<file path="config.mk">
export PLATFORM = sky130hd
export DESIGN_NAME = xlat_top
export DESIGN_NICKNAME = d
export VERILOG_FILES = /design/src/logic/xlat_pkg.sv /design/src/logic/xlat_top.sv /design/src/logic/xlat_check.sv /design/src/logic/tlb_array.sv /design/src/logic/xlat_front.sv
export VERILOG_INCLUDE_DIRS = /design/src /design/src/logic
export SDC_FILE = /design/constraint.sdc
export NUM_CORES = 2
export LEC_CHECK = 0
export BUFFER_PORTS_ARGS = -buffer_cell sky130_fd_sc_hd__buf_2
export CELL_PAD_IN_SITES_DETAIL_PLACEMENT = 0
export CELL_PAD_IN_SITES_GLOBAL_PLACEMENT = 1
export CORE_AREA = 2 2 335 337
export DETAILED_ROUTE_END_ITERATION = 12
export DIE_AREA = 0 0 337 339
export PLACE_DENSITY_LB_ADDON = 0.1
export SLEW_MARGIN = 20
export SYNTH_ARGS = -nofsm -noshare
export SYNTH_HDL_FRONTEND = slang
export SYNTH_HIERARCHICAL = 1
export SYNTH_SLANG_ARGS = --single-unit
</file>
<file path="constraint.sdc">
create_clock -name clk -period 23.8 [get_ports clk]
set_input_delay 1.19 -clock clk [delete_from_list [all_inputs] [get_ports clk]]
set_output_delay 1.19 -clock clk [all_outputs]
set_load 0.05 [all_outputs]
</file>
<file path="src/logic/xlat_settings.svh">
`ifndef XLAT_SETTINGS_SVH
`define XLAT_SETTINGS_SVH

// address widths, virtual and physical are the same
`define XLAT_VA_W 32
`define XLAT_PAGE_OFS_W 12

// tlb geometry
`define XLAT_TLB_ENTRIES 16
`define XLAT_TLB_IDX_W 4

// page and tag fields
`define XLAT_VPPN_W 19
`define XLAT_PPN_W 20
`define XLAT_ASID_W 10

// top address bits compared by the direct-mapped windows
`define XLAT_SEG_W 3

`endif
</file>
<file path="src/logic/xlat_pkg.sv">
`default_nettype none
`include "xlat_settings.svh"

package xlat_pkg;

    typedef enum logic [1:0] {
        acc_fetch = 2'd0,
        acc_load  = 2'd1,
        acc_store = 2'd2
    } access_e;

    // priority order lives in xlat_check
    typedef enum logic [2:0] {
        fault_none      = 3'd0,
        fault_refill    = 3'd1,
        fault_inv_fetch = 3'd2,
        fault_inv_load  = 3'd3,
        fault_inv_store = 3'd4,
        fault_priv      = 3'd5,
        fault_modify    = 3'd6
    } fault_e;

    typedef struct packed {
        logic [`XLAT_VA_W-1:0] vaddr;
        access_e               access;
        logic [1:0]            plv;
    } xlat_req_t;

    typedef struct packed {
        logic [`XLAT_PPN_W-1:0] ppn;
        logic [1:0]             plv;
        logic [1:0]             mat;
        logic                   d;
        logic                   v;
    } page_t;

    // one even/odd page pair
    typedef struct packed {
        logic                    e;
        logic [`XLAT_VPPN_W-1:0] vppn;
        logic [`XLAT_ASID_W-1:0] asid;
        logic                    g;
        page_t                   page0;
        page_t                   page1;
    } tlb_entry_t;

    typedef struct packed {
        logic                   plv0;
        logic                   plv3;
        logic [1:0]             mat;
        logic [`XLAT_SEG_W-1:0] pseg;
        logic [`XLAT_SEG_W-1:0] vseg;
    } dmw_t;

    typedef struct packed {
        logic                    da;
        logic                    pg;
        logic [1:0]              datf;
        logic [1:0]              datm;
        logic [`XLAT_ASID_W-1:0] asid;
        dmw_t                    dmw0;
        dmw_t                    dmw1;
    } xlat_cfg_t;

    // paddr and mat only meaningful when use_tlb is clear
    typedef struct packed {
        xlat_req_t             req;
        logic                  use_tlb;
        logic [`XLAT_VA_W-1:0] paddr;
        logic [1:0]            mat;
    } front_t;

    typedef struct packed {
        logic                      found;
        logic [`XLAT_TLB_IDX_W-1:0] index;
        page_t                     page;
    } tlb_match_t;

    typedef struct packed {
        logic [`XLAT_VA_W-1:0] paddr;
        logic [1:0]            mat;
        fault_e                fault;
    } xlat_rsp_t;

endpackage

`default_nettype wire

</file>
<file path="src/logic/xlat_top.sv">
`default_nettype none
`include "xlat_settings.svh"

module xlat_top (
    input  wire                              clk,
    input  wire                              reset,
    input  wire                              req_valid,
    input  wire xlat_pkg::xlat_req_t         req,
    input  wire xlat_pkg::xlat_cfg_t         cfg,
    input  wire                              tlb_we,
    input  wire [`XLAT_TLB_IDX_W-1:0]        tlb_windex,
    input  wire xlat_pkg::tlb_entry_t        tlb_wentry,
    output logic                             rsp_valid,
    output xlat_pkg::xlat_rsp_t              rsp
);

    logic                  front_valid;
    xlat_pkg::front_t      front;
    xlat_pkg::tlb_match_t  match;

    xlat_front u_front (
        .clk         (clk),
        .reset       (reset),
        .req_valid   (req_valid),
        .req         (req),
        .cfg         (cfg),
        .front_valid (front_valid),
        .front       (front)
    );

    // searched with the request held in stage 1
    tlb_array u_tlb (
        .clk    (clk),
        .reset  (reset),
        .we     (tlb_we),
        .windex (tlb_windex),
        .wentry (tlb_wentry),
        .vaddr  (front.req.vaddr),
        .asid   (cfg.asid),
        .match  (match)
    );

    xlat_check u_check (
        .clk         (clk),
        .reset       (reset),
        .front_valid (front_valid),
        .front       (front),
        .match       (match),
        .rsp_valid   (rsp_valid),
        .rsp         (rsp)
    );

endmodule

`default_nettype wire

</file>
<file path="src/logic/xlat_check.sv">
`default_nettype none
`include "xlat_settings.svh"

module xlat_check (
    input  wire                          clk,
    input  wire                          reset,
    input  wire                          front_valid,
    input  wire xlat_pkg::front_t        front,
    input  wire xlat_pkg::tlb_match_t    match,
    output logic                         rsp_valid,
    output xlat_pkg::xlat_rsp_t          rsp
);

    xlat_pkg::fault_e    tlb_fault;
    xlat_pkg::xlat_rsp_t rsp_next;

    // first matching rule wins
    always_comb
    begin
        if (!match.found)
        begin
            tlb_fault = xlat_pkg::fault_refill;
        end
        else if (!match.page.v)
        begin
            case (front.req.access)
                xlat_pkg::acc_fetch: tlb_fault = xlat_pkg::fault_inv_fetch;
                xlat_pkg::acc_load:  tlb_fault = xlat_pkg::fault_inv_load;
                default:             tlb_fault = xlat_pkg::fault_inv_store;
            endcase
        end
        else if (front.req.plv > match.page.plv)
        begin
            tlb_fault = xlat_pkg::fault_priv;
        end
        else if ((front.req.access == xlat_pkg::acc_store) && !match.page.d)
        begin
            // store to a clean page
            tlb_fault = xlat_pkg::fault_modify;
        end
        else
        begin
            tlb_fault = xlat_pkg::fault_none;
        end
    end

    always_comb
    begin
        if (!front.use_tlb)
        begin
            // direct or window result from stage 1
            rsp_next.paddr = front.paddr;
            rsp_next.mat   = front.mat;
            rsp_next.fault = xlat_pkg::fault_none;
        end
        else if (tlb_fault != xlat_pkg::fault_none)
        begin
            rsp_next.paddr = '0;
            rsp_next.mat   = 2'd0;
            rsp_next.fault = tlb_fault;
        end
        else
        begin
            rsp_next.paddr = {match.page.ppn, front.req.vaddr[`XLAT_PAGE_OFS_W-1:0]};
            rsp_next.mat   = match.page.mat;
            rsp_next.fault = xlat_pkg::fault_none;
        end
    end

    always_ff @(posedge clk)
    begin
        if (reset)
            rsp_valid <= 1'b0;
        else
            rsp_valid <= front_valid;
    end

    always_ff @(posedge clk)
    begin
        rsp <= rsp_next;
    end

endmodule

`default_nettype wire

</file>
<file path="src/logic/tlb_array.sv">
`default_nettype none
`include "xlat_settings.svh"

module tlb_array (
    input  wire                              clk,
    input  wire                              reset,
    input  wire                              we,
    input  wire [`XLAT_TLB_IDX_W-1:0]        windex,
    input  wire xlat_pkg::tlb_entry_t        wentry,
    input  wire [`XLAT_VA_W-1:0]             vaddr,
    input  wire [`XLAT_ASID_W-1:0]           asid,
    output xlat_pkg::tlb_match_t             match
);

    xlat_pkg::tlb_entry_t          entries [`XLAT_TLB_ENTRIES];
    logic [`XLAT_TLB_ENTRIES-1:0]  hit;
    logic [`XLAT_VPPN_W-1:0]       vppn;
    logic                          odd_page;

    assign vppn     = vaddr[`XLAT_VA_W-1 -: `XLAT_VPPN_W];
    assign odd_page = vaddr[`XLAT_PAGE_OFS_W];

    // only the e bits are cleared, the rest keeps its contents
    always_ff @(posedge clk)
    begin
        if (reset)
        begin
            for (int i = 0; i < `XLAT_TLB_ENTRIES; i++)
            begin
                entries[i].e <= 1'b0;
            end
        end
        else if (we)
        begin
            entries[windex] <= wentry;
        end
    end

    // parallel tag compare on every entry
    always_comb
    begin
        for (int i = 0; i < `XLAT_TLB_ENTRIES; i++)
        begin
            hit[i] = entries[i].e
                  && (entries[i].vppn == vppn)
                  && (entries[i].g || (entries[i].asid == asid));
        end
    end

    // lowest index wins when entries overlap
    always_comb
    begin
        logic                       found;
        logic [`XLAT_TLB_IDX_W-1:0] index;
        found = 1'b0;
        index = '0;
        for (int i = 0; i < `XLAT_TLB_ENTRIES; i++)
        begin
            if (hit[i] && !found)
            begin
                found = 1'b1;
                index = i[`XLAT_TLB_IDX_W-1:0];
            end
        end
        match.found = found;
        match.index = index;
        if (odd_page)
            match.page = entries[index].page1;
        else
            match.page = entries[index].page0;
    end

endmodule

`default_nettype wire

</file>
<file path="src/logic/xlat_front.sv">
`default_nettype none
`include "xlat_settings.svh"

module xlat_front (
    input  wire                        clk,
    input  wire                        reset,
    input  wire                        req_valid,
    input  wire xlat_pkg::xlat_req_t   req,
    input  wire xlat_pkg::xlat_cfg_t   cfg,
    output logic                       front_valid,
    output xlat_pkg::front_t           front
);

    logic             dmw0_hit;
    logic             dmw1_hit;
    xlat_pkg::front_t front_next;

    // window needs matching segment and an enabled privilege level
    function automatic logic dmw_match(
        input xlat_pkg::dmw_t      dmw,
        input xlat_pkg::xlat_req_t r
    );
        logic plv_ok;
        plv_ok = ((r.plv == 2'd0) && dmw.plv0) || ((r.plv == 2'd3) && dmw.plv3);
        return plv_ok && (r.vaddr[`XLAT_VA_W-1 -: `XLAT_SEG_W] == dmw.vseg);
    endfunction

    assign dmw0_hit = dmw_match(cfg.dmw0, req);
    assign dmw1_hit = dmw_match(cfg.dmw1, req);

    always_comb
    begin
        front_next.req     = req;
        front_next.use_tlb = 1'b0;
        if (cfg.da)
        begin
            // direct address mode, identity mapping
            front_next.paddr = req.vaddr;
            if (req.access == xlat_pkg::acc_fetch)
                front_next.mat = cfg.datf;
            else
                front_next.mat = cfg.datm;
        end
        else if (dmw0_hit)
        begin
            front_next.paddr = {cfg.dmw0.pseg, req.vaddr[`XLAT_VA_W-`XLAT_SEG_W-1:0]};
            front_next.mat   = cfg.dmw0.mat;
        end
        else if (dmw1_hit)
        begin
            front_next.paddr = {cfg.dmw1.pseg, req.vaddr[`XLAT_VA_W-`XLAT_SEG_W-1:0]};
            front_next.mat   = cfg.dmw1.mat;
        end
        else
        begin
            // page table lookup resolves this next cycle
            front_next.use_tlb = 1'b1;
            front_next.paddr   = '0;
            front_next.mat     = 2'd0;
        end
    end

    always_ff @(posedge clk)
    begin
        if (reset)
            front_valid <= 1'b0;
        else
            front_valid <= req_valid;
    end

    always_ff @(posedge clk)
    begin
        front <= front_next;
    end

endmodule

`default_nettype wire

</file>
# Word-level counts from Yosys, hierarchy flattened
# Memories as Yosys holds them, arrays and structs flattened.
# Index checks and enable logic that the tools add are counted.
word_totals:
  ramBits: 1328
  romBits: 0
  register_bits: 110
  input_bits: 163
  output_inout_bits: 38
  word_cells: 197
  latch_bits: 0
  mem_count: 1
memory_table:
  columns: ["memory", "words", "word_bits", "rd", "rd_clocked_by_memory_dff", "wr", "line_no", "text"]
  rows:
  - ["u_tlb.entries", 16, 83, 17, 0, 16, "tlb_array.sv:15", "xlat_pkg::tlb_entry_t entries [`XLAT_TLB_ENTRIES];"]
classes:
  bitwise: 0
  n_lt_le_gt_ge: 1
  n_div: 0
  mux: 52
  add_sub_neg: 0
  n_shift: 0
  reduce_logical: 95
  multipliers: 0
  n_eq_ne: 37
op_table:
  columns: ["cell", "n"]
  rows:
  - ["19-bit == test", 16]
  - ["10-bit == test", 16]
  - ["34-bit 2-to-1 mux", 3]
  - ["83-bit 2-to-1 mux", 1]
  - ["83-bit OR reduction", 1]
  - ["37-bit 2-to-1 mux", 2]
  - ["1-bit logical AND", 54]
  - ["4-bit 2-to-1 mux", 9]
  - ["26-bit 2-to-1 mux", 1]
  - ["3-bit 2-to-1 mux", 8]
  - ["1-bit 2-to-1 mux", 23]
  - ["1-bit logical OR", 18]
  - ["1-bit logical NOT", 16]
  - ["2-bit 2-to-1 mux", 4]
  - ["3-bit == test", 2]
  - ["2-bit logical NOT", 3]
  - ["3-bit one-hot mux with 2 select lines", 1]
  - ["2-bit == test, second input constant", 2]
  - ["3-bit nonzero test", 1]
  - ["2-bit by 1-bit == test with 1-bit output, second input constant", 1]
  - ["2-bit > comparator", 1]
  - ["2-bit AND reduction", 1]
  - ["2-bit OR reduction", 1]

# Logic depth before layout (Yosys ltp)
# An unclocked memory read counts as a cell.
logic_depth:
  depth_word: 61
  ltp_mapped: 24
  mapped_depth_nobuf: 17

# Hierarchy
# Netlist, hierarchy kept.
modules_own_cells:
  columns: ["module", "cells_each", "instances", "seq_area_each_um2", "area_per_inst_um2"]
  rows:
  - ["tlb_array", 3765, 1, 39878.2, 57018.4]
  - ["xlat_front", 135, 1, 1441.4, 1895.6]
  - ["xlat_check", 146, 1, 760.7, 1503.9]

# Worst setup path after synthesis
# No wires, ideal clock.
synth_timing:
  kind: "in2reg"
  start: "in reset"
  end: "mem u_tlb/entries[0][82] (netlist name) (enable)"
  cell_stages: 4
  arrival_time_ps: 7960
  setup_ps: 319
  path_buffers: 0
  path_slack_ps: 15521
  t_required_ps: 23481
  cell_sequence: "nand2b_1 or3_1 nor3_1 or2_2"
synth_rtl:
  columns: ["element", "line_no", "text"]
  rows:
  - ["start: declaration", "xlat_top.sv:6", "input wire reset,"]
  - ["end: declaration", "tlb_array.sv:15", null]

==> summary.md <==
| Metric | Value |
|---|---|
| Final setup vio count | 0 |
| Root buffer cell | clkbuf_16 |
| Unrepaired setup endpoints after global routing | no |
| Io pins | 201 |
| Hold Path Cell Cnt | 1 |
| Count of standard-cell rows | 122 |
| CP endpoint kind | flip-flop |
| Min Hold Slack | between 400 and 500 ps |
| Syn_nets | approximately 4200 |
| Final setup TNS | 0 ps |
| CP max stage cell | o21a_2 |
| DRT antenna net count | 0 |
| Share of flip-flops with an asynchronous set or reset | 0% |
| Reg2Reg Depth | 18 |
| Max rail drop VDD | ~0.000063 V |
| Layout overhead on the synthesized area | 12.2% |
| Filler instances | 8237 |
| Initial antenna violation count | 21 |
| Later-pin clock latency in the skew report | slightly below 800 ps |
| Vias in the first global route | ~38000 |
| Post-CTS Hold Fix Bufs | 0 |
| Hold Fails Final Rpt | 0 |
| Clock transition at path regs | 60 ps |
| DRT iter0 DRCs | 4765 |
| CTS tree | done |
| Internal | ~4200 uW |
| Crit-path max cell delay | 930 ps |
| Hold endpoint | u_check/rsp[33] |
| Combinational fraction of design power | about 4.1% |
| Synth warnings | 6 |
| Critical path launch point type | primary input |
| Routed WL | 190000 um |
| Syn_area_per_cell | 14.9 um^2 |
| Crit Reg-Reg Endpoint | u_check/rsp[22] |
| Routed wire per std cell | 32.7 um |
| Commonest non-fill, non-tap cell in the layout | edfxtp_1 |
| Sw Share | between 20% and 30% |
| Initial Utilization | 54.7% |
| Post-synth EDFFs | between 1000 and 1500 |
| Crit-path cells | buf_2 > xor2_1 > nor4_1 > a41oi_1 > or4_1 > nand4_1 > nor3_1 > a21oi_4 > buf_4 > buf_4 > buf_4 > a221o_1 > nand3_1 > nor3_1 > inv_1 > ha_1 > nor2b_1 > o21a_2 > o2bb2ai_1 |
| Synth Flop Type | edfxtp_1 |
| Slew headroom | 20.6% |
| Top cell by count, worst path | buf_4 |
| Synth Register Bits | 1438 |
| Critical path peak fanout | 68 |
| Global route total overflow | 0 |
| Fin util | 61.4% |
| Fmax achieved | 116 MHz |
| Psw | 1130 uW |
| Final slew viol count | 0 |
| Hold Crit Start | u_front/front[30] |
| # clock sinks | 1438 |
| Sequential fraction of the synthesis area | 69.6% |
| Largest net degree at the start of global routing | roughly 150 |
| Gpl congestion | just over 0.8 |
| CTS Buf Count | between 150 and 200 |
| Resize count post-CTS | 0 |
| Clock Tree Buf Depth | 3 |
| Post-CTS Setup Bufs | 0 |
| Most frequent cells in the layout | edfxtp_1 (1328), xor2_1 (323), nand2_1 (228), nand3_1 (208), buf_2 (199) |
| Post-synth cell types | 85 |
| Power density over the cells | 78.2 nW/um^2 |
| Syn Std Cell Area | 60400 um^2 |
| Die Y | roughly 340 um |
| Clock power share | 42.7% |
| Via density | around 6.7 |
| Post-DP HPWL | just over 100000 um |
| Syn Inst Count | 4046 |
| CTS HTree Levels | 4 |
| Port Buffer Count | 199 |
| Layout cells sized above 1 | 17.9% |
| Die footprint | 114000 um^2 |
| Core footprint | ~110000 um^2 |
| Status | complete, no violations |
| Static leakage | roughly 0.022 uW |
| Clock Skew | between 20 and 30 ps |
| Critical path type | in2reg |
| Routed vias | just under 40000 |
| First-pass GRT wire length | 269000 um |
| R2R Path Start | u_front/front[54] |
| Layout net count | about 4400 |
| Final critical-path required period | 8630 ps |
| DR DRC count | 0 |
| Hold Path Class | reg2reg |
| GRT Util Overall | 33.0% |
| Worst Path Arrival | 9220 ps |
| Crit share post-route | 36.3% |
| Flop2flop setup slack | approximately 15000 ps |
| Max-Cap Viols | 0 |
| Seq pwr share | 53.2% |
| Least-Margin Pin Slew | 1190 ps |
| Worst Path Required | between 20000 and 25000 ps |
| DRT Pass-1 Iters | 6 |
| Die X | 337 um |
-- synth_stat cells (all sizes together) (3+ instances only) --
cell type | number | area, um^2
a2111o | 10 | 113
a2111oi | 36 | 359
a211oi | 68 | 515
a21boi | 3 | 22.5
a21oi | 26 | 138
a221o | 107 | 1070
a221oi | 91 | 797
a22oi | 49 | 368
a41oi | 32 | 295
and2 | 21 | 131
and3 | 54 | 339
buf | 148 | 996
clkbuf | 159 | 597
dfxtp | 110 | 2200
edfxtp | 1328 | 39900
inv | 35 | 131
mux2 | 34 | 383
mux2i | 10 | 100
nand2 | 232 | 873
nand2b | 6 | 37.5
nand3 | 213 | 1070
nand4 | 101 | 632
nand4b | 17 | 149
nor2 | 27 | 101
nor2b | 33 | 206
nor3 | 48 | 255
nor3b | 4 | 40.0
nor4 | 175 | 1170
nor4b | 18 | 164
o2111ai | 5 | 56.3
o21a | 3 | 22.5
o21ai | 72 | 360
o21ba | 68 | 681
o221a | 30 | 338
o221ai | 88 | 795
o2bb2ai | 34 | 298
or2 | 21 | 131
or3 | 8 | 50.1
or3b | 3 | 28.8
or4 | 28 | 218
xnor2 | 147 | 1290
xor2 | 323 | 2830
-- worst max-delay path by stage --
stage | slack, ps | endpoint | depth (start not counted) | startpoint
final | 15170 | u_check/rsp[22] | 19 | cfg[28]
after global routing | 14990 | u_check/rsp[17] | 19 | cfg[28]
after CTS | 15360 | u_check/rsp[17] | 19 | cfg[20]
after detailed placement | 14560 | u_check/rsp[22] | 19 | cfg[20]
after global placement | 14610 | u_check/rsp[22] | 19 | cfg[20]
after floorplan | 15520 | u_tlb/entries[0][82] | 4 | reset
-- layout make-up --
type / count / area (um^2) / area share, %
Clock inverter: 53 / 375 / 0.554
Multi-Input combinational cell: 2265 / 16900 / 25.0
Sequential cell: 1438 / 42100 / 62.1
Antenna cell: 9 / 22.5 / 0.0332
Timing Repair Buffer: 321 / 1960 / 2.90
Inverter: 36 / 135 / 0.199
Clock buffer: 217 / 4390 / 6.47
Tap cell: 1488 / 1860 / 2.75
-- flip-flops by register name, summed over array words and instances (netlist names) --
| register | cells |
|---|---|
| u_check/rsp_valid | 1 |
| u_front/front | 71 |
| u_front/front_valid | 1 |
| u_check/rsp | 37 |
| u_tlb/entries | 1328 |
-- worst max-delay path, delay by kind of cell --
kind                     cells  cell delay (ps)
AND/OR/NAND/NOR              7             2550
XOR/XNOR                     1              140
AO/OA/AOI/OAI                5             2080
adder cells (fa/ha/maj)      1              340
buffers and inverters        5             2820
-- cell families (layout without fill, tap and decap cells) --
kind of cell / count (synthesis) / after routing / synth area share, %
compound gates: 734 / 734 / 10.5
xor+xnor: 470 / 470 / 6.81
fa+ha+maj: 2 / 2 / 0.0414
buf+inv: 343 / 627 / 2.86
flops: 1438 / 1438 / 69.6
mux: 44 / 44 / 0.799
other cells: 0 / 9 / 0
simple gates: 1015 / 1015 / 9.36
-- power by group through the flow --
| stage | clock [uW] | combinational (uW) | sequential, uW |
|---|---|---|---|
| 2_1_floorplan | 0 | 102 | 2880 |
| 3_3_place_gp | 0 | 214 | 2870 |
| 3_5_place_dp | 0 | 215 | 2870 |
| 4_1_cts | 2290 | 216 | 2820 |
| 5_1_grt | 2390 | 230 | 2820 |
| 6_report | 2260 | 218 | 2820 |
-- per-stage QoR --
| step | std cells | setup slack (ps) | cell area, um^2 | power (uW) |
|---|---|---|---|---|
| 6_report | 5827 | 15170 | 67800 | 5300 |
| 5_1_grt | 5823 | 14990 | 67800 | 5440 |
| 4_1_cts | 5816 | 15360 | 67700 | 5320 |
| 3_5_place_dp | 5546 | 14560 | 62900 | 3090 |
| 3_3_place_gp | 5546 | 14610 | 62900 | 3080 |
| 2_1_floorplan | 4046 | 15520 | 60400 | 2980 |
-- metal layers --
layer / GRT usage [%] / vias to the layer above / part of all wire (%) / routed length [um]
met4: 11.6 / 16 / 3.4 / 6490
met1: 46.2 / 19900 / 40 / 75500
met5: 0 / - / 0.053 / 100
li1: - / 16500 / - / -
met2: 50.4 / 2251 / 46 / 86700
met3: 8.16 / 394 / 11 / 21500
No activity file was read; power rests on OpenSTA's default activity.
